### src/hdl/isaPkg.sv
`default_nettype none

package isaPkg;

    // instruction field widths
    localparam int opcodeWidth    = 6;
    localparam int functWidth     = 6;
    localparam int regAddrWidth   = 5;
    localparam int immWidth       = 16;
    localparam int jumpIndexWidth = 26;

    typedef logic [regAddrWidth-1:0] regAddrT;

    typedef enum logic [opcodeWidth-1:0] {
        OP_RTYPE = 6'b000000,
        OP_J     = 6'b000010,
        OP_BEQ   = 6'b000100,
        OP_BNE   = 6'b000101,
        OP_ADDIU = 6'b001001,
        OP_ANDI  = 6'b001100,
        OP_ORI   = 6'b001101,
        OP_XORI  = 6'b001110,
        OP_LUI   = 6'b001111,
        OP_LW    = 6'b100011,
        OP_SW    = 6'b101011
    } opcodeT;

    // function field of the R-type subset
    typedef enum logic [functWidth-1:0] {
        FN_JR   = 6'b001000,
        FN_ADDU = 6'b100001,
        FN_SUBU = 6'b100011,
        FN_AND  = 6'b100100,
        FN_OR   = 6'b100101,
        FN_XOR  = 6'b100110,
        FN_SLT  = 6'b101010,
        FN_SLTU = 6'b101011
    } functT;

    typedef enum logic [3:0] {
        ALU_ADD, ALU_SUB, ALU_AND, ALU_OR, ALU_XOR,
        ALU_SLT, ALU_SLTU, ALU_LUI, ALU_PASSA
    } aluOpT;

endpackage

`default_nettype wire

### src/hdl/cpuPkg.sv
`default_nettype none

package cpuPkg;

    typedef logic [31:0] wordT;

    typedef enum logic [2:0] {
        S_FETCH     = 3'b000,
        S_DECODE    = 3'b001,
        S_EXECUTE   = 3'b010,
        S_MEMORY    = 3'b011,
        S_WRITEBACK = 3'b100,
        S_HALTED    = 3'b111
    } cpuStateT;

    localparam wordT resetVector = 32'hBFC00000;
    localparam wordT haltAddress = 32'h00000000; // fetching here stops the cpu

    localparam logic [3:0] byteEnAll = 4'b1111;

endpackage

`default_nettype wire

### src/hdl/instrDecoder.sv
`timescale 1ns/1ps
`default_nettype none

module instrDecoder
    import isaPkg::*;
    import cpuPkg::*;
(
    input  logic                      clk,
    input  logic                      reset,
    input  logic                      loadInstr,
    input  wordT                      readdata,
    output opcodeT                    opcode,
    output functT                     funct,
    output regAddrT                   rs,
    output regAddrT                   rt,
    output regAddrT                   destReg,
    output wordT                      immValue,
    output logic [jumpIndexWidth-1:0] jumpIndex,
    output wordT                      branchOffset,
    output aluOpT                     aluOp,
    output logic                      useImm,
    output logic                      regWrite,
    output logic                      isLoad,
    output logic                      isStore,
    output logic                      isBranchEq,
    output logic                      isBranchNe,
    output logic                      isJump,
    output logic                      isJumpReg
);

    wordT instr;
    logic [immWidth-1:0] imm16;
    logic zeroExt;

    // instruction register, loaded from the fetch read data in decode
    always_ff @(posedge clk) begin
        if (reset) begin
            instr <= '0;
        end else if (loadInstr) begin
            instr <= readdata;
        end
    end

    assign opcode    = opcodeT'(instr[31:26]);
    assign funct     = functT'(instr[5:0]);
    assign rs        = instr[25:21];
    assign rt        = instr[20:16];
    assign destReg   = (opcode == OP_RTYPE) ? instr[15:11] : instr[20:16];
    assign jumpIndex = instr[jumpIndexWidth-1:0];
    assign imm16     = instr[immWidth-1:0];

    // logical immediates are zero extended, the rest sign extended
    assign zeroExt      = opcode inside {OP_ANDI, OP_ORI, OP_XORI};
    assign immValue     = zeroExt ? {16'b0, imm16} : {{16{imm16[15]}}, imm16};
    assign branchOffset = {{14{imm16[15]}}, imm16, 2'b00}; // word offset to bytes

    assign useImm     = !(opcode inside {OP_RTYPE, OP_BEQ, OP_BNE});
    assign isLoad     = (opcode == OP_LW);
    assign isStore    = (opcode == OP_SW);
    assign isBranchEq = (opcode == OP_BEQ);
    assign isBranchNe = (opcode == OP_BNE);
    assign isJump     = (opcode == OP_J);
    assign isJumpReg  = (opcode == OP_RTYPE) && (funct == FN_JR);

    always_comb begin
        aluOp    = ALU_PASSA;
        regWrite = 1'b0;
        case (opcode)
            OP_RTYPE: begin
                case (funct)
                    FN_ADDU: aluOp = ALU_ADD;
                    FN_SUBU: aluOp = ALU_SUB;
                    FN_AND:  aluOp = ALU_AND;
                    FN_OR:   aluOp = ALU_OR;
                    FN_XOR:  aluOp = ALU_XOR;
                    FN_SLT:  aluOp = ALU_SLT;
                    FN_SLTU: aluOp = ALU_SLTU;
                    default: aluOp = ALU_PASSA; // jr and unknown codes
                endcase
                regWrite = (aluOp != ALU_PASSA);
            end
            OP_BEQ, OP_BNE: aluOp = ALU_SUB; // zero flag decides the branch
            OP_ADDIU: begin
                aluOp    = ALU_ADD;
                regWrite = 1'b1;
            end
            OP_ANDI: begin
                aluOp    = ALU_AND;
                regWrite = 1'b1;
            end
            OP_ORI: begin
                aluOp    = ALU_OR;
                regWrite = 1'b1;
            end
            OP_XORI: begin
                aluOp    = ALU_XOR;
                regWrite = 1'b1;
            end
            OP_LUI: begin
                aluOp    = ALU_LUI;
                regWrite = 1'b1;
            end
            OP_LW: begin
                aluOp    = ALU_ADD; // base plus offset
                regWrite = 1'b1;
            end
            OP_SW:   aluOp = ALU_ADD;
            default: aluOp = ALU_PASSA;
        endcase
    end

endmodule

`default_nettype wire

### src/hdl/regFile.sv
`timescale 1ns/1ps
`default_nettype none

module regFile
    import isaPkg::*;
    import cpuPkg::*;
(
    input  logic    clk,
    input  logic    reset,
    input  regAddrT readAddrA,
    input  regAddrT readAddrB,
    input  logic    writeEnable,
    input  regAddrT writeAddr,
    input  wordT    writeData,
    output wordT    readDataA,
    output wordT    readDataB,
    output wordT    registerV0
);

    wordT regs [32];

    always_ff @(posedge clk) begin
        if (reset) begin
            for (int i = 0; i < 32; i++) begin
                regs[i] <= '0;
            end
        end else if (writeEnable && (writeAddr != 5'd0)) begin
            regs[writeAddr] <= writeData; // $zero is never written
        end
    end

    assign readDataA  = regs[readAddrA];
    assign readDataB  = regs[readAddrB];
    assign registerV0 = regs[2];

endmodule

`default_nettype wire

### src/hdl/aluUnit.sv
`timescale 1ns/1ps
`default_nettype none

module aluUnit
    import isaPkg::*;
    import cpuPkg::*;
(
    input  aluOpT aluOp,
    input  wordT  a,
    input  wordT  b,
    output wordT  result,
    output logic  zero
);

    always_comb begin
        case (aluOp)
            ALU_ADD:   result = a + b;
            ALU_SUB:   result = a - b;
            ALU_AND:   result = a & b;
            ALU_OR:    result = a | b;
            ALU_XOR:   result = a ^ b;
            ALU_SLT:   result = {31'b0, $signed(a) < $signed(b)};
            ALU_SLTU:  result = {31'b0, a < b};
            ALU_LUI:   result = {b[15:0], 16'b0}; // immediate to the upper half
            ALU_PASSA: result = a;
            default:   result = a;
        endcase
    end

    // beq/bne look at this after the subtraction
    assign zero = (result == '0);

endmodule

`default_nettype wire

### src/hdl/cpuControl.sv
`timescale 1ns/1ps
`default_nettype none

module cpuControl
    import isaPkg::*;
    import cpuPkg::*;
(
    input  logic                      clk,
    input  logic                      reset,
    input  logic                      waitrequest,
    input  wordT                      readdata,
    input  wordT                      aluResult,
    input  logic                      aluZero,
    input  wordT                      regReadA,
    input  logic [jumpIndexWidth-1:0] jumpIndex,
    input  wordT                      branchOffset,
    input  regAddrT                   destReg,
    input  logic                      regWrite,
    input  logic                      isLoad,
    input  logic                      isStore,
    input  logic                      isBranchEq,
    input  logic                      isBranchNe,
    input  logic                      isJump,
    input  logic                      isJumpReg,
    output cpuStateT                  state,
    output wordT                      pc,
    output logic                      loadInstr,
    output logic                      regWriteEnable,
    output regAddrT                   regWriteAddr,
    output wordT                      regWriteData,
    output logic                      active
);

    logic [1:0] branchStep; // 0 idle, 1 branch seen, 2 delay slot in flight
    wordT target;
    wordT pcPlus4;
    logic memBusy;
    logic jumpTaken;
    logic branchTaken;

    assign pcPlus4     = pc + 32'd4;
    assign memBusy     = (isLoad || isStore) && waitrequest;
    assign jumpTaken   = (state == S_EXECUTE) && (isJump || isJumpReg);
    assign branchTaken = (state == S_MEMORY)
                         && ((isBranchEq && aluZero) || (isBranchNe && !aluZero));

    assign loadInstr = (state == S_DECODE);
    assign active    = (state != S_HALTED);

    // load data arrives the cycle after the memory read is accepted
    assign regWriteEnable = (state == S_WRITEBACK) && regWrite;
    assign regWriteAddr   = destReg;
    assign regWriteData   = isLoad ? readdata : aluResult;

    always_ff @(posedge clk) begin
        if (jumpTaken) begin
            target <= isJumpReg ? regReadA : {pcPlus4[31:28], jumpIndex, 2'b00};
        end else if (branchTaken) begin
            target <= pcPlus4 + branchOffset;
        end
    end

    always_ff @(posedge clk) begin
        if (reset) begin
            state      <= S_FETCH;
            pc         <= resetVector;
            branchStep <= 2'd0;
        end else begin
            case (state)
                S_FETCH: begin
                    if (pc == haltAddress) begin
                        state <= S_HALTED;
                    end else if (!waitrequest) begin
                        state <= S_DECODE;
                    end
                end
                S_DECODE:  state <= S_EXECUTE;
                S_EXECUTE: begin
                    if (jumpTaken) branchStep <= 2'd1;
                    state <= S_MEMORY;
                end
                S_MEMORY: begin
                    if (branchTaken) branchStep <= 2'd1;
                    if (!memBusy) state <= S_WRITEBACK; // only lw/sw can stall here
                end
                S_WRITEBACK: begin
                    // delay slot runs from pc+4, the target is taken after it
                    if (branchStep == 2'd2) begin
                        pc         <= target;
                        branchStep <= 2'd0;
                    end else begin
                        pc         <= pcPlus4;
                        branchStep <= (branchStep == 2'd1) ? 2'd2 : 2'd0;
                    end
                    state <= S_FETCH;
                end
                default: state <= S_HALTED; // stays here until reset
            endcase
        end
    end

endmodule

`default_nettype wire

### src/hdl/memAccess.sv
`timescale 1ns/1ps
`default_nettype none

module memAccess
    import cpuPkg::*;
(
    input  cpuStateT   state,
    input  wordT       pc,
    input  wordT       aluResult,
    input  wordT       storeData,
    input  logic       isLoad,
    input  logic       isStore,
    output wordT       address,
    output wordT       writedata,
    output logic       read,
    output logic       write,
    output logic [3:0] byteenable
);

    wordT byteAddr;

    assign byteAddr = (state == S_FETCH) ? pc : aluResult;
    assign address  = {byteAddr[31:2], 2'b00}; // word aligned only

    // no bus request goes out for the fetch from the halt address
    assign read  = ((state == S_FETCH) && (pc != haltAddress))
                   || ((state == S_MEMORY) && isLoad);
    assign write = (state == S_MEMORY) && isStore;

    assign writedata  = storeData;
    assign byteenable = (read || write) ? byteEnAll : 4'b0000;

endmodule

`default_nettype wire

### src/hdl/mipsCpuBus.sv
`timescale 1ns/1ps
`default_nettype none

module mipsCpuBus
    import isaPkg::*;
    import cpuPkg::*;
(
    input  logic       clk,
    input  logic       reset,
    output logic       active,
    output wordT       registerV0,
    output wordT       address,
    output logic       write,
    output logic       read,
    input  logic       waitrequest,
    output wordT       writedata,
    output logic [3:0] byteenable,
    input  wordT       readdata
);

    cpuStateT state;
    wordT pc;
    logic loadInstr;
    regAddrT rs;
    regAddrT rt;
    regAddrT destReg;
    wordT immValue;
    logic [jumpIndexWidth-1:0] jumpIndex;
    wordT branchOffset;
    aluOpT aluOp;
    logic useImm;
    logic regWrite;
    logic isLoad;
    logic isStore;
    logic isBranchEq;
    logic isBranchNe;
    logic isJump;
    logic isJumpReg;
    logic regWriteEnable;
    regAddrT regWriteAddr;
    wordT regWriteData;
    wordT readDataA;
    wordT readDataB;
    wordT aluB;
    wordT aluResult;
    logic aluZero;

    assign aluB = useImm ? immValue : readDataB; // immediate or rt

    instrDecoder u_decoder (
        .clk(clk), .reset(reset), .loadInstr(loadInstr), .readdata(readdata),
        .opcode(), .funct(), .rs(rs), .rt(rt), .destReg(destReg),
        .immValue(immValue), .jumpIndex(jumpIndex), .branchOffset(branchOffset),
        .aluOp(aluOp), .useImm(useImm), .regWrite(regWrite),
        .isLoad(isLoad), .isStore(isStore), .isBranchEq(isBranchEq),
        .isBranchNe(isBranchNe), .isJump(isJump), .isJumpReg(isJumpReg)
    );

    regFile u_regs (
        .clk(clk), .reset(reset), .readAddrA(rs), .readAddrB(rt),
        .writeEnable(regWriteEnable), .writeAddr(regWriteAddr), .writeData(regWriteData),
        .readDataA(readDataA), .readDataB(readDataB), .registerV0(registerV0)
    );

    aluUnit u_alu (
        .aluOp(aluOp), .a(readDataA), .b(aluB), .result(aluResult), .zero(aluZero)
    );

    cpuControl u_control (
        .clk(clk), .reset(reset), .waitrequest(waitrequest), .readdata(readdata),
        .aluResult(aluResult), .aluZero(aluZero), .regReadA(readDataA),
        .jumpIndex(jumpIndex), .branchOffset(branchOffset), .destReg(destReg),
        .regWrite(regWrite), .isLoad(isLoad), .isStore(isStore),
        .isBranchEq(isBranchEq), .isBranchNe(isBranchNe), .isJump(isJump),
        .isJumpReg(isJumpReg), .state(state), .pc(pc), .loadInstr(loadInstr),
        .regWriteEnable(regWriteEnable), .regWriteAddr(regWriteAddr),
        .regWriteData(regWriteData), .active(active)
    );

    memAccess u_mem (
        .state(state), .pc(pc), .aluResult(aluResult), .storeData(readDataB),
        .isLoad(isLoad), .isStore(isStore), .address(address), .writedata(writedata),
        .read(read), .write(write), .byteenable(byteenable)
    );

endmodule

`default_nettype wire

### config.mk
export PLATFORM = sky130hd
export DESIGN_NAME = mipsCpuBus
export DESIGN_NICKNAME = d
export VERILOG_FILES = /design/src/hdl/isaPkg.sv /design/src/hdl/cpuPkg.sv /design/src/hdl/instrDecoder.sv /design/src/hdl/regFile.sv /design/src/hdl/aluUnit.sv /design/src/hdl/cpuControl.sv /design/src/hdl/memAccess.sv /design/src/hdl/mipsCpuBus.sv
export SDC_FILE = /design/constraint.sdc
export NUM_CORES = 2
export LEC_CHECK = 0
export BUFFER_PORTS_ARGS = -buffer_cell sky130_fd_sc_hd__buf_2
export CORE_MARGIN = 5
export CORE_UTILIZATION = 58
export DETAILED_ROUTE_END_ITERATION = 10
export GPL_TIMING_DRIVEN = 0
export MAX_ROUTING_LAYER = met4
export PLACE_DENSITY_LB_ADDON = 0.12
export REMOVE_ABC_BUFFERS = 1
export SLEW_MARGIN = 20
export SYNTH_ARGS = -nofsm -noshare
export SYNTH_HDL_FRONTEND = slang
export SYNTH_SLANG_ARGS = --single-unit
### constraint.sdc
create_clock -name clk -period 8.85 [get_ports clk]
set_clock_uncertainty 0.2 [all_clocks]
set_input_delay 0.4425 -clock clk [delete_from_list [all_inputs] [get_ports clk]]
set_output_delay 0.4425 -clock clk [all_outputs]
set_load 0.005 [all_outputs]
Word-level counts from Yosys, hierarchy flattened

Memories as Yosys holds them, arrays and structs flattened. A register that Yosys moved wholly into a read port is not among the register bits.
Cells that the tools add are included.

Register bits: 101
Bits in writable memories: 1024
Input port bits: 35
Output and inout port bits: 103
Logic and storage cells: 122
Memories kept: 1

Memories:

| memory      | depth | bits a word | rd ports | clocked after memory_dff | write ports | RTL line      | RTL |
|---|---|---|---|---|---|---|---|
| u_regs.regs | 32    | 32          | 3        | 2                        | 32          | regFile.sv:20 | `wordT regs [32];` |

Add/subtract/negate cells: 4
Magnitude comparators: 2
Equality and inequality tests: 37
Mux-type cells: 36
Bitwise logic cells: 3
Reductions and logical operators: 34

Operators by type and width:

| cell                  | number |
|---|---|
| $mux 32               | 9 |
| $pmux 32 s8           | 1 |
| $add 32x32->32        | 2 |
| $logic_not 32->1      | 2 |
| $lt 32x32->1          | 2 |
| $pmux 4 s7            | 2 |
| $eq 6x6->1 const B    | 9 |
| $eq 6x4->1 const B    | 6 |
| $add 32x3->32 const B | 1 |
| $and 32x32->32        | 1 |
| $or 32x32->32         | 1 |
| $reduce_bool 32->1    | 1 |
| $reduce_or 32->1      | 1 |
| $sub 32x32->32        | 1 |
| $xor 32x32->32        | 1 |
| $mux 5                | 6 |
| $eq 4x3->1 const B    | 4 |
| $pmux 3 s5            | 1 |
| $eq 6x3->1 const B    | 2 |
| $logic_and 1x1->1     | 11 |
| $mux 3                | 3 |
| $reduce_bool 3->1     | 3 |
| $eq 4x2->1 const B    | 2 |
| $mux 2                | 4 |
| 28 further kinds      | 40 |

Depth between registers and ports, before layout

Depth after elaboration: 13
Depth in mapped cells: 34
Mapped depth without buffers: 25

Cells and area by module

A second synthesis with hierarchy kept.

Cells, all modules: 6747
Area, all modules: 72447.0 um^2

Modules (own cells, without submodules):

| module       | instances | cells an instance | area an instance (um^2) | sequential area each (um^2) |
|---|---|---|---|---|
| regFile      | 1         | 4605              | 56132.6                 | 30749.5 |
| aluUnit      | 1         | 981               | 6511.2                  | 0.0 |
| cpuControl   | 1         | 787               | 6346.1                  | 1701.6 |
| instrDecoder | 1         | 248               | 2119.5                  | 640.6 |
| memAccess    | 1         | 90                | 793.3                   | 0.0 |
| mipsCpuBus   | 1         | 36                | 544.3                   | 0.0 |

Least setup slack after synthesis

Ideal clock, no wire load.

Path kind: reg-to-reg
From: register with a tool-made name
To: register u_control.target[0] (enable)
Setup time: 0.398 ns
Arrival time: 7.690 ns
Slack: 0.562 ns
Cell stages (with the launch flop): 28
Clock period less this slack: 8.288 ns
Path through: dfxtp_1 -> buf_2 -> buf_2 -> buf_2 -> buf_4 -> buf_2 -> buf_1 -> clkbuf_1 -> mux4_2 -> mux4_2 -> mux2_2 -> nor2_1 -> nor2_1 -> ha_1 -> clkbuf_1 -> a21oi_1 -> o31ai_1 -> or3_1 -> a311oi_1 -> a21oi_1 -> a311o_1 -> o32ai_1 -> a22oi_1 -> nor4_2 -> nand4_1 -> nor3_2 -> xnor2_1 -> o21bai_2

RTL lines:

| element              | RTL line         | RTL |
|---|---|---|
| to (signal assigned) | cpuControl.sv:57 | `target <= isJumpReg ? regReadA : {pcPlus4[31:28], jumpIndex, 2'b00};` |
| to (signal assigned) | cpuControl.sv:59 | `target <= pcPlus4 + branchOffset;` |
| to (decl)            | cpuControl.sv:35 | `wordT target;` |

==> results.sh <==
export IMPL_status="finished clean"
export IMPL_rsz0062_at_grt="yes"
export IMPL_drv_slew=0
export IMPL_fmax_mhz=115
export IMPL_ctsRootBufferMaster="clkbuf_16"
export IMPL_viasPerCell=7.29
export IMPL_synth_top_area_share_pct=48.0
export IMPL_clock_path_buffers=3
export IMPL_netlist_instances=5478
export IMPL_antenna_left=0
export IMPL_drt_iter0_markers=8806
export IMPL_grt_max_degree=82
export IMPL_drt_wl_total_um=251000
export IMPL_hold_slack_ns=0.266
export IMPL_ys_seq_elements=1135
export IMPL_start_util_pct=58.6
export IMPL_synthTopCellsByArea="edfxtp_1, mux4_2, nor2_1"
export IMPL_critPathArrivalTime_ns=8.07
export IMPL_vias=51600
export IMPL_ioPinCount=138
export IMPL_finalCritPeriodShare_pct=98.4
export IMPL_crit_path_end_kind="primary output"
export IMPL_setup_viol=0
export IMPL_critPathLaunchType="flop"
export IMPL_hold_class="flop to flop"
export IMPL_clk_pin_slew_ns=0.07
export IMPL_final_cell_count_no_fill=7074
export IMPL_ys_seq_area_share_pct=50.4
export IMPL_slew_headroom_pct=17.9
export IMPL_grt_pass1_vias=49700
export IMPL_syn_to_final_growth_pct=14.5
export IMPL_yosysWarnings=0
export IMPL_async_flop_share_pct=0
export IMPL_dp_slack_ns=-0.894
export IMPL_die_area_um2=121000
export IMPL_cts_sinks=1135
export IMPL_fp_coreArea_um2=113000
export IMPL_synth_ff_type="edfxtp_1"
export IMPL_yosysMostFrequentCell="nor2_1"
export IMPL_synth_common_cells="nor2_1, edfxtp_1, mux4_2"
export IMPL_nets=5631
export IMPL_rows=123
export IMPL_grt_first_pass_wirelength_um=354000
export IMPL_drc=0
export IMPL_finalSetupTns_ns=0
export IMPL_setup_slack_ns=0.142
export IMPL_power_density_nw_per_um2=254
export IMPL_ys_types=105
export IMPL_grtUsageTotal_pct=42.1
export IMPL_dp_hpwl_um=167000
export IMPL_tightest_slew_ns=1.20
export IMPL_synth_edf_count=1056
export IMPL_synth_area_per_cell_um2=12.1
export IMPL_power_leakage_nw=26.8
export IMPL_htreeDepth=3
export IMPL_cts_tree="built"
export IMPL_dieHeight_um=348
export IMPL_grt_overflow=0
export IMPL_chipWidth_um=348
export IMPL_synth_top_area_cell="edfxtp_1"
export IMPL_antenna_found_initial=5
export IMPL_netlist_area_um2=66100
export IMPL_wl_per_cell_um=35.5
export IMPL_placedCellCount=6806
export IMPL_cp_max_fo=43
export IMPL_maxCapViolations=0
export IMPL_clk_latency_ns=0.75
export IMPL_final_hold_viol_count=0
export IMPL_drive_above_1_share_pct=22.4
export IMPL_fin_crit_ns=8.71
export IMPL_numPortBuffers=135
export IMPL_peakVddDrop_uv=210
export IMPL_path_class="flop to primary output"
export IMPL_numCtsBuffers=118
export IMPL_cp_required_ns=8.21
export IMPL_drt_pass1_iter_count=7
export IMPL_gp_congestion=1.05
==> layout by cell type, fill, tap and decap left out, drive strengths merged, types with 63 or more instances in the layout <==
cell type / n
buf: 305
a22oi: 75
edfxtp: 1056
nand3: 71
o21ai: 139
nor2: 1252
mux4: 539
nand2b: 63
dfxtp: 79
nand2: 328
inv: 122
mux2i: 187
ha: 126
clkbuf: 149
a21oi: 239
==> metal layers <==
| layer | vias up | share of wire, % | global-route usage, % |
|---|---|---|---|
| met1 | 25600 | 34 | 55.6 |
| li1 | 20600 | - | - |
| met3 | 914 | 17 | 13.8 |
| met4 | 0 | 6.7 | 22.1 |
| met5 | - | 0 | - |
| met2 | 4548 | 42 | 58.5 |
==> final cells by class <==
class / count / area, um^2
Fill cell: 8061 / 37100
Sequential cell: 1135 / 33300
Multi-Input combinational cell: 3752 / 31600
Timing Repair Buffer: 340 / 4650
Clock buffer: 148 / 3200
Tap cell: 1500 / 1880
Clock inverter: 76 / 601
Inverter: 120 / 450
Antenna cell: 3 / 7.51
==> through the flow <==
step / total power, mW / utilization [%] / instance area, um^2
finish: 19.2 / 67.1 / 75700
CTS: 18.8 / 67.0 / 75600
floorplan: 10.7 / - / 64100
global route: 19.8 / 67.1 / 75700
global placement: 13.4 / 59.1 / 66700
detailed placement: 13.9 / 63.2 / 71300
==> power breakdown <==
part / switching [mW] / total, mW / internal [mW]
Combinational: 5.21 / 8.00 / 2.79
Sequential: 0.190 / 6.24 / 6.05
Clock: 2.20 / 4.96 / 2.76
Total: 7.60 / 19.2 / 11.6
==> critical path, stage by stage (launching register included) <==
cell and delay [ns]:
dfxtp_4 0.68, buf_16 0.32, buf_16 0.30, mux4_2 0.57
a22o_1 0.24, a221oi_1 0.52, nand3_1 0.48, o21ai_0 0.83
ha_1 0.45, nor4_1 0.43, and2_1 0.22, a22oi_2 0.06
buf_4 0.18, a31oi_1 0.32, a31oi_2 0.20, o41ai_1 0.59
a2bb2oi_1 0.15, o31a_1 0.25, o21ai_0 0.27, buf_2 0.16
==> state kept, by name, summed over array words and instances, names as in the netlist, named ones only <==
register / count
u_regs.regs: 1024
u_control.pc: 32
u_control.target: 32
u_decoder.instr: 32
u_control.state: 3
u_control.branchStep: 2
==> worst paths after layout <==
kind / from / end / slack [ns] / depth (start not counted)
min: u_decoder.instr[23] / flop / 0.27 / 2
max: flop / address[28] / 0.14 / 19
max reg2reg: flop / u_control.target[5] / 0.17 / 27
min reg2reg: u_decoder.instr[23] / flop / 0.27 / 2
==> kinds of logic (layout without fill, tap and decap cells) <==
| family | after synthesis | after routing | share of synthesized area (%) |
|---|---|---|---|
| AOI/OAI and AO/OA | 782 | 782 | 7.87 |
| buffers and inverters | 624 | 684 | 3.85 |
| and+or+nand+nor | 1971 | 1971 | 12.6 |
| DFF | 1135 | 1135 | 50.4 |
| adders and majority gates | 130 | 130 | 2.49 |
| other | 1 | 37 | 0.00567 |
| xor gates and xnor gates | 69 | 69 | 0.914 |
| muxes | 766 | 766 | 21.9 |
==> timing repair <==
item                                    4_1_cts  5_1_grt
resized for setup                            14       15
buffers inserted                              3        3
pin swaps                                     2        3
gates cloned                                  0        1
hold buffers                                 34        0
endpoints found under the hold margin        96        0
endpoints found under the setup margin      111       64
No activity file was read; power rests on OpenSTA's default activity.
